===== config.mk =====
export PLATFORM = sky130hd
export DESIGN_NAME = csrSubsystem
export DESIGN_NICKNAME = d
export VERILOG_FILES = /design/src/hw/csrIsaPkg.sv /design/src/hw/csrUnitPkg.sv /design/src/hw/csrRegFile.sv /design/src/hw/csrExecUnit.sv /design/src/hw/csrSubsystem.sv
export SDC_FILE = /design/constraint.sdc
export NUM_CORES = 1
export LEC_CHECK = 0
export BUFFER_PORTS_ARGS = -buffer_cell sky130_fd_sc_hd__buf_2
export CAP_MARGIN = 5
export CORE_MARGIN = 8
export CORE_UTILIZATION = 55
export CTS_BUF_LIST = sky130_fd_sc_hd__clkbuf_4 sky130_fd_sc_hd__clkbuf_8 sky130_fd_sc_hd__clkbuf_16
export CTS_CLUSTER_SIZE = 16
export DETAILED_ROUTE_END_ITERATION = 8
export MAX_ROUTING_LAYER = met4
export PLACE_DENSITY_LB_ADDON = 0.12
export SETUP_SLACK_MARGIN = 0.2
export SLEW_MARGIN = 20
export SYNTH_ARGS = -nofsm -noshare
export SYNTH_HDL_FRONTEND = slang
export SYNTH_SLANG_ARGS = --single-unit

===== constraint.sdc =====
create_clock -name Clk -period 26.6 [get_ports Clk]
set_clock_uncertainty 0.15 [all_clocks]
set_input_delay 3.99 -clock Clk [delete_from_list [all_inputs] [get_ports Clk]]
set_output_delay 3.99 -clock Clk [all_outputs]
set_load 0.05 [all_outputs]

===== src/hw/csrIsaPkg.sv =====
package csrIsaPkg;

    // micro-opcodes handled by the CSR unit
    typedef enum logic [7:0] {
        csrRd     = 8'h01,
        csrWr     = 8'h02,
        csrXchg   = 8'h03,
        opSyscall = 8'h10,
        opBreak   = 8'h11,
        opErtn    = 8'h12,
        opIdle    = 8'h13
    } csrOpE;

    localparam int csrNumW = 14;

    localparam logic [csrNumW-1:0] csrCrmd   = 14'h000;
    localparam logic [csrNumW-1:0] csrPrmd   = 14'h001;
    localparam logic [csrNumW-1:0] csrEstat  = 14'h005;
    localparam logic [csrNumW-1:0] csrEra    = 14'h006;
    localparam logic [csrNumW-1:0] csrEentry = 14'h00c;
    localparam logic [csrNumW-1:0] csrSave0  = 14'h030;

    // ESTAT ecode values
    typedef enum logic [6:0] {
        excPpi = 7'h07,
        excSys = 7'h0b,
        excBrk = 7'h0c
    } excCodeE;

    typedef enum logic [1:0] {
        plv0 = 2'd0,
        plv3 = 2'd3
    } plvE;

    // plv in [1:0], ie in [2] for both CRMD and PRMD
    localparam int plvIeW   = 3;
    localparam int ecodeLsb = 16;
    localparam int ecodeW   = 6;

    // software-writable bits
    localparam logic [31:0] crmdWrMask   = 32'h0000_0007;
    localparam logic [31:0] prmdWrMask   = 32'h0000_0007;
    localparam logic [31:0] estatWrMask  = 32'h0000_0003;
    localparam logic [31:0] eraWrMask    = 32'hffff_ffff;
    localparam logic [31:0] eentryWrMask = 32'hffff_ffc0;
    localparam logic [31:0] saveWrMask   = 32'hffff_ffff;

    localparam logic [31:0] eentryReset  = 32'h1c00_0000;

endpackage


===== src/hw/csrUnitPkg.sv =====
package csrUnitPkg;

    localparam int dataW   = 32;
    localparam int robPtrW = 6;
    localparam int pregW   = 7;

    // from the reservation station
    typedef struct packed {
        csrIsaPkg::csrOpE              op;
        logic [csrIsaPkg::csrNumW-1:0] csrNum;
        logic [robPtrW-1:0]            robPtr;
        logic [pregW-1:0]              pdest;
        logic [dataW-1:0]              pc;
        // write value for csrwr and csrxchg
        logic [dataW-1:0]              rdData;
        // xchg mask
        logic [dataW-1:0]              rjData;
    } csrIssueT;

    typedef struct packed {
        logic                valid;
        logic [robPtrW-1:0]  robPtr;
        logic                redirect;
        logic                isException;
        csrIsaPkg::excCodeE  code;
        logic [dataW-1:0]    target;
        logic                idle;
    } robReportT;

    typedef struct packed {
        logic             valid;
        logic [pregW-1:0] addr;
        logic [dataW-1:0] data;
    } wbT;

    // one retiring CSR effect, seen by the register file
    typedef struct packed {
        logic                          re;
        logic                          we;
        logic [csrIsaPkg::csrNumW-1:0] num;
        logic [dataW-1:0]              wdata;
        logic [dataW-1:0]              wmask;
        logic                          excEnter;
        logic                          ertn;
        csrIsaPkg::excCodeE            excCode;
        logic [dataW-1:0]              excPc;
    } csrAccessT;

endpackage


===== src/hw/csrRegFile.sv =====
module csrRegFile #(
    parameter int numSave = 4
) (
    input  logic                         Clk,
    input  logic                         reset,
    input  csrUnitPkg::csrAccessT        access,
    output logic [csrUnitPkg::dataW-1:0] readData,
    output csrIsaPkg::plvE               crmdPlv,
    output logic [csrUnitPkg::dataW-1:0] eraValue,
    output logic [csrUnitPkg::dataW-1:0] eentryValue
);

    logic [csrUnitPkg::dataW-1:0] crmd;
    logic [csrUnitPkg::dataW-1:0] prmd;
    logic [csrUnitPkg::dataW-1:0] estat;
    logic [csrUnitPkg::dataW-1:0] era;
    logic [csrUnitPkg::dataW-1:0] eentry;
    logic [csrUnitPkg::dataW-1:0] save [numSave];
    logic [numSave-1:0]           saveSel;
    logic [csrUnitPkg::dataW-1:0] rdValue;

    // only bits set in both masks take the new value
    function automatic logic [csrUnitPkg::dataW-1:0] merge(
        input logic [csrUnitPkg::dataW-1:0] old,
        input logic [csrUnitPkg::dataW-1:0] fieldMask
    );
        logic [csrUnitPkg::dataW-1:0] m;
        m = access.wmask & fieldMask;
        return (old & ~m) | (access.wdata & m);
    endfunction

    always_comb begin
        for (int i = 0; i < numSave; i++) begin
            saveSel[i] = (access.num == csrIsaPkg::csrSave0 + csrIsaPkg::csrNumW'(i));
        end
    end

    always_comb begin
        rdValue = '0;
        case (access.num)
            csrIsaPkg::csrCrmd:   rdValue = crmd;
            csrIsaPkg::csrPrmd:   rdValue = prmd;
            csrIsaPkg::csrEstat:  rdValue = estat;
            csrIsaPkg::csrEra:    rdValue = era;
            csrIsaPkg::csrEentry: rdValue = eentry;
            default: begin
                for (int i = 0; i < numSave; i++) begin
                    if (saveSel[i]) begin
                        rdValue = save[i];
                    end
                end
            end
        endcase
    end

    assign readData    = access.re ? rdValue : '0;
    assign crmdPlv     = csrIsaPkg::plvE'(crmd[1:0]);
    assign eraValue    = era;
    assign eentryValue = eentry;

    always_ff @(posedge Clk) begin
        if (reset) begin
            crmd   <= '0;
            prmd   <= '0;
            estat  <= '0;
            era    <= '0;
            eentry <= csrIsaPkg::eentryReset;
            for (int i = 0; i < numSave; i++) begin
                save[i] <= '0;
            end
        end else if (access.excEnter) begin
            // exception entry drops to plv0 with interrupts off
            prmd[csrIsaPkg::plvIeW-1:0] <= crmd[csrIsaPkg::plvIeW-1:0];
            crmd[csrIsaPkg::plvIeW-1:0] <= '0;
            era <= access.excPc;
            estat[csrIsaPkg::ecodeLsb +: csrIsaPkg::ecodeW] <=
                access.excCode[csrIsaPkg::ecodeW-1:0];
        end else if (access.ertn) begin
            crmd[csrIsaPkg::plvIeW-1:0] <= prmd[csrIsaPkg::plvIeW-1:0];
        end else if (access.we) begin
            case (access.num)
                csrIsaPkg::csrCrmd:   crmd   <= merge(crmd, csrIsaPkg::crmdWrMask);
                csrIsaPkg::csrPrmd:   prmd   <= merge(prmd, csrIsaPkg::prmdWrMask);
                csrIsaPkg::csrEstat:  estat  <= merge(estat, csrIsaPkg::estatWrMask);
                csrIsaPkg::csrEra:    era    <= merge(era, csrIsaPkg::eraWrMask);
                csrIsaPkg::csrEentry: eentry <= merge(eentry, csrIsaPkg::eentryWrMask);
                default: begin
                    for (int i = 0; i < numSave; i++) begin
                        if (saveSel[i]) begin
                            save[i] <= merge(save[i], csrIsaPkg::saveWrMask);
                        end
                    end
                end
            endcase
        end
    end

    // the exec unit must never ask for two kinds of update at once
    assert property (@(posedge Clk) disable iff (reset)
        $onehot0({access.excEnter, access.ertn, access.we}));

endmodule


===== src/hw/csrExecUnit.sv =====
module csrExecUnit (
    input  logic                           Clk,
    input  logic                           reset,
    input  logic                           issueValid,
    input  csrUnitPkg::csrIssueT           issue,
    output logic                           unitFree,
    output csrUnitPkg::robReportT          robReport,
    input  logic                           retireValid,
    input  logic [csrUnitPkg::robPtrW-1:0] retirePtr,
    input  logic                           stop,
    input  logic                           flush,
    output csrUnitPkg::wbT                 wb,
    output csrUnitPkg::csrAccessT          access,
    input  logic [csrUnitPkg::dataW-1:0]   readData,
    input  csrIsaPkg::plvE                 crmdPlv,
    input  logic [csrUnitPkg::dataW-1:0]   eraValue,
    input  logic [csrUnitPkg::dataW-1:0]   eentryValue
);

    typedef enum logic {
        unitIdle,
        unitBusy
    } unitStateE;

    unitStateE             state;
    csrUnitPkg::csrIssueT  held;
    logic                  fault;
    csrIsaPkg::excCodeE    faultCode;
    csrUnitPkg::robReportT nextReport;
    logic                  accept;
    logic                  retireHit;
    logic                  heldIsCsr;

    // RS is stalled by the same stop, so free is simply the idle state
    assign unitFree  = (state == unitIdle);
    assign accept    = issueValid && unitFree && !stop && !flush;
    assign retireHit = (state == unitBusy) && retireValid && (retirePtr == held.robPtr)
                       && !stop && !flush;
    assign heldIsCsr = held.op inside {csrIsaPkg::csrRd, csrIsaPkg::csrWr, csrIsaPkg::csrXchg};

    // redirect decode, privilege taken from CRMD at acceptance
    always_comb begin
        nextReport        = '0;
        nextReport.valid  = 1'b1;
        nextReport.robPtr = issue.robPtr;
        case (issue.op)
            csrIsaPkg::csrRd, csrIsaPkg::csrWr, csrIsaPkg::csrXchg: begin
                if (crmdPlv == csrIsaPkg::plv3) begin
                    nextReport.redirect    = 1'b1;
                    nextReport.isException = 1'b1;
                    nextReport.code        = csrIsaPkg::excPpi;
                    nextReport.target      = eentryValue;
                end
            end
            csrIsaPkg::opSyscall, csrIsaPkg::opBreak: begin
                nextReport.redirect    = 1'b1;
                nextReport.isException = 1'b1;
                nextReport.code        = (issue.op == csrIsaPkg::opSyscall) ?
                                         csrIsaPkg::excSys : csrIsaPkg::excBrk;
                nextReport.target      = eentryValue;
            end
            csrIsaPkg::opErtn: begin
                nextReport.redirect = 1'b1;
                if (crmdPlv == csrIsaPkg::plv3) begin
                    nextReport.isException = 1'b1;
                    nextReport.code        = csrIsaPkg::excPpi;
                    nextReport.target      = eentryValue;
                end else begin
                    nextReport.target = eraValue;
                end
            end
            csrIsaPkg::opIdle: nextReport.idle = 1'b1;
            default: ;
        endcase
    end

    // side effects only on the retiring edge
    always_comb begin
        access = '0;
        if (retireHit) begin
            if (fault) begin
                access.excEnter = 1'b1;
                access.excCode  = faultCode;
                access.excPc    = held.pc;
            end else if (heldIsCsr) begin
                access.re    = 1'b1;
                access.num   = held.csrNum;
                access.we    = (held.op != csrIsaPkg::csrRd);
                access.wdata = held.rdData;
                access.wmask = (held.op == csrIsaPkg::csrXchg) ? held.rjData : '1;
            end else if (held.op == csrIsaPkg::opErtn) begin
                access.ertn = 1'b1;
            end
        end
    end

    always_ff @(posedge Clk) begin
        if (reset) begin
            state           <= unitIdle;
            fault           <= 1'b0;
            robReport.valid <= 1'b0;
            wb.valid        <= 1'b0;
        end else if (!stop) begin
            robReport.valid <= 1'b0;
            wb.valid        <= retireHit && heldIsCsr && !fault;
            wb.addr         <= held.pdest;
            // old value, read before the write lands
            wb.data         <= readData;
            if (flush) begin
                state <= unitIdle;
            end else if (accept) begin
                state     <= unitBusy;
                held      <= issue;
                fault     <= nextReport.isException;
                faultCode <= nextReport.code;
                robReport <= nextReport;
            end else if (retireHit) begin
                state <= unitIdle;
            end
        end
    end

    // ROB must not retire the same entry twice
    assert property (@(posedge Clk) disable iff (reset)
        retireHit |=> !(retireValid && retirePtr == held.robPtr));

endmodule


===== src/hw/csrSubsystem.sv =====
module csrSubsystem #(
    parameter int numSave = 4
) (
    input  logic                           Clk,
    input  logic                           reset,
    input  logic                           issueValid,
    input  csrUnitPkg::csrIssueT           issue,
    output logic                           unitFree,
    output csrUnitPkg::robReportT          robReport,
    input  logic                           retireValid,
    input  logic [csrUnitPkg::robPtrW-1:0] retirePtr,
    input  logic                           stop,
    input  logic                           flush,
    output csrUnitPkg::wbT                 wb,
    // current privilege for fetch and MMU
    output csrIsaPkg::plvE                 curPlv
);

    csrUnitPkg::csrAccessT        access;
    logic [csrUnitPkg::dataW-1:0] readData;
    logic [csrUnitPkg::dataW-1:0] eraValue;
    logic [csrUnitPkg::dataW-1:0] eentryValue;

    csrExecUnit execUnit_i (
        .Clk         (Clk),
        .reset       (reset),
        .issueValid  (issueValid),
        .issue       (issue),
        .unitFree    (unitFree),
        .robReport   (robReport),
        .retireValid (retireValid),
        .retirePtr   (retirePtr),
        .stop        (stop),
        .flush       (flush),
        .wb          (wb),
        .access      (access),
        .readData    (readData),
        .crmdPlv     (curPlv),
        .eraValue    (eraValue),
        .eentryValue (eentryValue)
    );

    csrRegFile #(
        .numSave (numSave)
    ) regFile_i (
        .Clk         (Clk),
        .reset       (reset),
        .access      (access),
        .readData    (readData),
        .crmdPlv     (curPlv),
        .eraValue    (eraValue),
        .eentryValue (eentryValue)
    );

endmodule


# ---- Word-level counts from Yosys, hierarchy flattened
# Memories as Yosys holds them, arrays and structs flattened.
# Cells that the tools add are included.
dict set report op_classes {
  n_addsub 0
  multipliers 0
  n_div 0
  magnitude_cmp 0
  n_eq_ne 23
  shift 0
  muxes 74
  bitwise_logic 36
  reduce_logical 37
}
# op n
set ops {}
lappend ops {{two-way mux 32 bit} 14}
lappend ops {{AND 32 bit} 11}
lappend ops {{bitwise OR 32 bit} 9}
lappend ops {{two-way mux 80 bit} 2}
lappend ops {{one-hot mux 32 bit (5 select lines)} 1}
lappend ops {{one-hot mux 41 bit (3 select lines)} 1}
lappend ops {{two-way mux 121 bit} 1}
lappend ops {{two-way mux 49 bit} 2}
lappend ops {{two-way mux 22 bit} 3}
lappend ops {{inverter 32 bit} 2}
lappend ops {{== test 14 x 6 -> 1 bit (second input constant)} 4}
lappend ops {{two-way mux 41 bit} 1}
lappend ops {{== test 8 x 5 -> 1 bit (second input constant)} 5}
lappend ops {{two-way mux 39 bit} 1}
lappend ops {{two-way mux 1 bit} 38}
lappend ops {{AND 32 x 2 -> 32 bit} 1}
lappend ops {{AND 32 x 3 -> 32 bit} 1}
lappend ops {{== test 8 x 2 -> 1 bit (second input constant)} 4}
lappend ops {{inverter 2 -> 32 bit} 1}
lappend ops {{inverter 3 -> 32 bit} 1}
lappend ops {{== test 14 x 3 -> 1 bit (second input constant)} 2}
lappend ops {{two-way mux 3 bit} 8}
lappend ops {{AND reduction 4 bit} 5}
lappend ops {{== test 8 x 1 -> 1 bit (second input constant)} 2}
lappend ops {{other kinds (20)} 50}
dict set report totals {
  regBits 376
  latchBits 0
  ramBits 128
  mem_bits_ro 0
  input_bits 143
  output_inout_bits 92
  elab_cells 197
  mem_count 1
}
# memory depth word_bits rd rd_ports_with_merged_regs wr line_no
set mem_list {}
lappend mem_list {regFile_i.save 4 32 4 0 4 csrRegFile.sv:18} ;# logic [csrUnitPkg::dataW-1:0] save [numSave];

# ---- Longest topological paths before layout
# Gate-level depths: netlist of the first run.
dict set report depth {
  depth_word 14
  depth_mapped 9
  depth_no_buf 6
}

# ---- Cells and area by module
# Synthesis of the first run repeated with hierarchy kept, for this count alone.
dict set report unflattened {
  cells_unflattened 1651
  hier_area_um2 19989.2
}
# module n_inst cells_each area_each_um2 seq_area_each_um2
set modules_own_cells {}
lappend modules_own_cells {csrRegFile 1 1187 11969.0 5285.1}
lappend modules_own_cells {csrExecUnit 1 464 8020.2 6326.1}

# ---- Worst setup path before layout of the first run
# No wires, ideal clock.
dict set report synth_path {
  path_type {input to register}
  from {input port stop}
  to {register execUnit_i.held[0] in the netlist's numbering (enable)}
  setup_ns 0.701
  arrival_ns 11.732
  required_ns 25.749
  slack_ns 14.017
  path_stages 2
  path_buffers 0
  cell_sequence {or4b_2 -> nor2_1}
}
dict set report synth_between {
  elab_chain_cells 4
  word_cells_on_any_way 5
  classes_between {1 x bitwise; 4 x reduce/logical}
}
# element line_no
set synth_rtl {}
lappend synth_rtl {{start: declaration} csrSubsystem.sv:12} ;# input logic stop,
lappend synth_rtl {{zero test 1 bit} csrExecUnit.sv:36} ;# assign accept = issueValid && unitFree && !stop && !flush;
lappend synth_rtl {{logical AND 1 bit (2 in series)} csrExecUnit.sv:36}
lappend synth_rtl {{AND reduction 4 bit (no line) *} -}
lappend synth_rtl {{end signal: assignment} csrExecUnit.sv:113} ;# held <= issue;
lappend synth_rtl {{end: declaration} csrExecUnit.sv:26} ;# csrUnitPkg::csrIssueT held;
# Mark *: on every way between the ends. The rest lies on a longest branch, timed or not.
# A chain may end at the register's enable or synchronous reset.

==> results by group, run 1 <==
Run status
  • Status: completed

Setup path
  • CP endpoint kind: register
  • Reg2Reg Setup Slack: 23040 ps
  • R2R cell count: 7
  • Critical Path RT: 26600 ps
  • Worst R2R End: regFile_i.save[1][17]
  • CP arrival: 6700 ps
  • Crit Path Class: primary input to register
  • R2R Path Start: execUnit_i.robReport[43]
  • Startpoint type of the worst setup path: primary input
  • Crit Path Max Fanout: 40

Final layout
  • Area grow syn2layout: 16.68%
  • Fill count: 2424
  • Nets: 1838
  • Ant diodes: 0
  • Share of cells above drive strength 1: 0.2193
  • Non-Filler Instances: 2130

Placed design
  • Port Buffers: 231
  • Placer's final routability congestion estimate: 0.8787
  • Cells after DPL: 2052
  • HPWL Detailed: 31970 microns

Floorplanning
  • I/O Pins: 235
  • FP Rows: 65
  • Die width: 195.2 microns
  • Core region area: 0.03156 sq mm
  • Die area: 0.03810 sq mm
  • Initial Util: 0.5596
  • Die Y: 195.2 microns

GRT
  • Vias in the first global route: 13219
  • First-pass GRT wire length: 78630 microns
  • Initial antenna violation count: 0
  • Largest net degree at the start of global routing: 79
  • Gr usage total: 0.2709
  • Grt ovf: 0

Synth
  • Synthesized cell area: 0.01766 sq mm
  • Synth async-reset ratio: 0
  • Part of the Yosys area used for sequential elements: 0.6541
  • Synth Area per Inst: 11.88 sq um
  • List of most frequent post-synthesis cells: edfxtp_1 (336), nand2_1 (223), a21oi_1 (187)
  • Number of synthesis warnings: 0
  • Top cell type's share of synthesized area: 0.5713
  • Yosys cell types: 61
  • Post-synth EDFFs: 336
  • Top cells by area, synth: edfxtp_1 (57%), dfxtp_1 (8.3%), a21oi_1 (5.3%), nand2_1 (4.7%), mux4_2 (1.7%)
  • Gate Count Post-Synth: 1486
  • Post-synth top area cell: edfxtp_1
  • Flops & latches, synth: 409
  • Most common cell in the synthesized netlist: edfxtp_1
  • Top FF cell, synth: edfxtp_1

Clock tree
  • Clock Latency Late Sink: 530 ps
  • Clk pin slew, worst setup/hold paths: 60 ps
  • Postcts setup bufs: 0
  • Hold_buf cts: 0
  • TritonCTS Sinks: 409
  • Total number of H-tree levels: 2
  • Clock buffer depth: 3
  • CTS tree: yes
  • Clk root buf: clkbuf_16
  • Post_cts resized: 0
  • Num CTS Buffers: 43

STA
  • Slew HR: 0.2394
  • Setup TNS: 0 ps
  • Final worst path period share: 0.2519
  • Final Hold Vio Count: 0
  • Setup Viol. Count Final: 0
  • Worst Max-Slew Pin Slew: 1135 ps
  • Highest clock rate: 0.1492 GHz
  • RSZ-0062 raised after global routing: no
  • Fin. max-slew vios: 0
  • Final min period: 6700 ps

Hold path
  • Hold WC Path Type: register to register
  • Min-delay src: execUnit_i.held[102]
  • Hold depth: 0
  • Hold path endpoint: execUnit_i.wb[38]

Drt
  • Via count: 13578
  • Detailed Route WL: 51960 microns
  • Routed Antenna Nets: 0
  • DRC: 0
  • Pre-Repair DR Iteration Count: 6
  • Via density: 6.375
  • Wire per inst: 24.39 microns
  • Drt first-iter violations: 1576

Power and ir drop
  • Leak Pwr: 7.376 nW
  • PwrDens: 66.15 mW/mm^2
  • Max IR drop VDD: 53.15 uV

Flow run
  • Max_cap viols: 0
## cells by family (layout without fill, tap and decap cells)
family | after synthesis | count (layout) | share of synthesized area
and+or+nand+nor | 481 | 481 | 0.1326
AOI/OAI and AO/OA | 459 | 459 | 0.1629
DFF | 409 | 409 | 0.6541
buffers and inverters | 112 | 352 | 0.02785
muxes | 17 | 17 | 0.01885
xor gates and xnor gates | 7 | 7 | 0.003472
other | 1 | 3 | 0.0002124
## cell type report
type | count | area (sq um) | share of cell area
Tap cell | 402 | 503.0 | 0.02441
Clock buffer | 59 | 1239 | 0.06012
Sequential cell | 409 | 11550 | 0.5606
Clock inverter | 19 | 171.4 | 0.008319
Inverter | 13 | 48.80 | 0.002368
Timing Repair Buffer | 261 | 1381 | 0.06704
Multi-Input combinational cell | 967 | 5710 | 0.2771
## worst max-delay path, cell delays in order
cell	delay [ps]
buf_2	100
xor2_1	170
nor4_4	530
and4_1	270
buf_4	480
and3b_1	290
nand2_1	80
nand2_2	760
## worst max-delay path by stage
stage / startpoint / endpoint / slack, ps / cells after the start
5_1_grt: retirePtr[1] / regFile_i.save[1][14] / 19740 / 8
4_1_cts: retirePtr[1] / regFile_i.save[1][17] / 19950 / 8
3_5_place_dp: retirePtr[1] / regFile_i.save[1][14] / 19420 / 8
6_report: retirePtr[1] / regFile_i.save[1][17] / 19900 / 8
3_3_place_gp: retirePtr[1] / regFile_i.save[2][15] / 19440 / 7
2_1_floorplan: stop / execUnit_i.held[0] / 14020 / 2
## cell usage in the layout (no fill, tap or decap), types with 17 or more instances in the layout
cell,n
o21ai_1,27
o31ai_1,26
o21ai_0,46
edfxtp_1,336
buf_2,231
a22o_1,33
nor2_1,75
a211o_1,17
buf_4,30
nand3b_1,28
a211oi_1,17
a22oi_1,19
o221ai_1,18
nand2_1,221
nand3_1,18
clkbuf_16,44
a21oi_1,187
nor3_1,33
dfxtp_1,73
o22ai_1,32
nor2b_1,23
## metrics by stage
stage                     hold WS [ps]  area, sq um  setup slack (ps)  utilization  total power, mW
after floorplan                  250.3        17670             14020            -           0.7572
after CTS                        263.1        20600             19950       0.6530            1.370
after global placement           250.5        19190             19440       0.6083           0.7798
after detailed placement         254.5        19190             19420       0.6083           0.7806
after global routing             269.3        20600             19740       0.6530            1.399
final                            261.6        20600             19900       0.6530            1.363
## power breakdown
group / internal, mW / total, mW / switching (mW)
combinational: 0.0165 / 0.0549 / 0.0383
sequential: 0.706 / 0.713 / 0.00709
clock: 0.355 / 0.596 / 0.240
## metal layers
metal,track usage,up-vias,part of all wire
met3,0.06293,140,0.10
met5,-,-,0
met1,0.3453,6577,0.40
met4,0.09686,0,0.034
met2,0.4226,774,0.46
li1,-,6087,-
(Power assumes the default switching activity.)
==> run 2, diff against run 1 <==
Settings changed: CORE_UTILIZATION 55 to 52.
Clock period 26.6 ns to 5.82 ns, I/O delays scaled along.
==> run 2 against run 1 <==
Sequential share of layout area is 0.50 points lower. Setup slack lost 18000 ps. Via count grew 0.56%. Register-to-register slack lost 21000 ps. Combinational power increased to 4.6 times the previous value.
==> results by group, run 2 (synthesis results as in run 1) <==
STA
  • Setup TNS: 0 ps (unchanged)
  • Highest clock rate: 0.2491 GHz
  • Setup Viol. Count Final: 0 (unchanged)
  • RSZ-0062 raised after global routing: no
  • Worst Max-Slew Pin Slew: 1033 ps (-101.5 ps)
  • Final min period: 4015 ps
  • Slew HR: 0.3075 (+0.06805)
  • Final worst path period share: 0.6899
  • Fin. max-slew vios: 0 (unchanged)
  • Final Hold Vio Count: 0 (unchanged)

Drt
  • Drt first-iter violations: 1596 (+1.3%)
  • Detailed Route WL: 52520 microns (+1.1%)
  • Wire per inst: 24.09 microns (-1.2%)
  • Via density: 6.263 (-1.7%)
  • Via count: 13654 (+0.56%)
  • Routed Antenna Nets: 0 (unchanged)
  • Pre-Repair DR Iteration Count: 8 (+2)
  • DRC: 0 (unchanged)

GRT
  • Gr usage total: 0.2595 (-0.01135)
  • Grt met3 use: 0.05858 (-0.004353)
  • GR Util met1: 0.3414 (-0.003991)
  • Largest net degree at the start of global routing: 93 (+18%)
  • GRT met2 Usage: 0.3935 (-0.02917)
  • First-pass GRT wire length: 80120 microns (+1.9%)
  • Initial antenna violation count: 0 (unchanged)
  • Vias in the first global route: 13559 (+2.6%)
  • Grt ovf: 0 (unchanged)
  • Busiest grt layer: met2

Clock tree
  • Post_cts resized: 0 (unchanged)
  • Clk pin slew, worst setup/hold paths: 60 ps (about the same)
  • Num CTS Buffers: 44 (+2.3%)
  • CTS tree: yes
  • TritonCTS Sinks: 409 (unchanged)
  • Clock buffer depth: 3 (unchanged)
  • Clk root buf: clkbuf_16
  • Clock Latency Late Sink: 550 ps (+20 ps)
  • Total number of H-tree levels: 2 (unchanged)
  • Hold_buf cts: 0 (unchanged)
  • Postcts setup bufs: 0 (unchanged)

Final layout
  • FF+latch area: 0.01155 sq mm (unchanged)
  • Share of cells above drive strength 1: 0.2234 (+0.004112)
  • Ant diodes: 0 (unchanged)
  • Fill count: 2747 (+13%)
  • Most frequent cells in the layout: edfxtp_1 (336), buf_2 (231), nand2_1 (221)
  • Non-Filler Instances: 2180 (+2.3%)
  • Area grow syn2layout: 17.73%
  • Multi-input gate area: 0.005728 sq mm (+0.31%)
  • Core Util, Final: 0.6200 (-0.03294)
  • Leading cell type in the layout, fill and taps excluded: edfxtp_1
  • Nets: 1840 (+0.11%)

Setup path
  • Crit Path Class: register to register
  • CP arrival: 4220 ps (-2480 ps)
  • Startpoint type of the worst setup path: register
  • Critical Path Start: execUnit_i.held[109]
  • Critical Path RT: 6020 ps (-20580 ps)
  • Crit Path Max Fanout: 32 (-20%)
  • R2R Path Start: execUnit_i.held[109]
  • CP endpoint kind: register

Placed design
  • Placer's final routability congestion estimate: 0.8951 (+1.9%)
  • Cells after DPL: 2099 (+2.3%)
  • Port Buffers: 231 (unchanged)
  • HPWL Detailed: 33340 microns (+4.3%)

Power and ir drop
  • PwrDens: 306.1 mW/mm^2 (+360%)
  • Leak Pwr: 7.435 nW (+0.80%)
  • Max IR drop VDD: 287.7 uV (+440%)

Floorplanning
  • FP Rows: 67 (+3.1%)
  • Die Y: 200.3 microns (+2.6%)
  • Die width: 200.3 microns (+2.6%)
  • Core region area: 0.03353 sq mm (+6.3%)
  • I/O Pins: 235 (unchanged)
  • Initial Util: 0.5266 (-0.03299)
  • Die area: 0.04011 sq mm (+5.3%)

Hold path
  • Hold WC Path Type: register to register
  • Min-delay src: execUnit_i.held[102]

Flow run
  • Max_cap viols: 0 (unchanged)

Run status
  • Status: completed
## run 2: layout make-up
type                    instances  area share
clock buffers                  65     0.06229
clock inverters                16    0.009328
inverters                      13    0.002347
multi-input cells             967      0.2755
flip-flops and latches        409      0.5556
well taps                     448     0.02696
repair buffers                262     0.06800
## run 2: path summary, 6_finish.rpt
path                      endpoint  slack, ps  cells past startpoint
min              execUnit_i.wb[38]        270                      0
max          regFile_i.save[1][18]       1800                      5
max reg2reg  regFile_i.save[1][18]       1800                      5
min reg2reg      execUnit_i.wb[38]        270                      0
## run 2: metrics by stage
stage                     setup slack, ps  area [sq um]  hold slack [ps]  total power [mW]
after floorplan                      1117         17680            250.3             3.456
after global placement               1605         19300            253.3             3.567
after detailed placement             1458         19300            257.9             3.571
after CTS                            1956         20790            273.8             6.401
after global routing                 1656         20790            275.4             6.533
final                                1805         20790            271.6             6.363
## run 2: routing by layer
metal  up-vias  share of wire
met5         -              0
met4         0          0.031
met3       133          0.099
met2       789           0.46
met1      6634           0.41
li1       6098              -
## run 2: report_power, final
part           switching (mW)  total [mW]  internal (mW)
combinational           0.176       0.253         0.0769
clock                    1.13        2.85           1.73
sequential             0.0342        3.26           3.22
total                    1.34        6.36           5.03
## run 2: worst max-delay path: stages (launching register included)
cell	delay, ps
edfxtp_1	940
buf_4	450
nand2b_1	120
nor3_1	700
nand3_2	970
a21oi_1	460
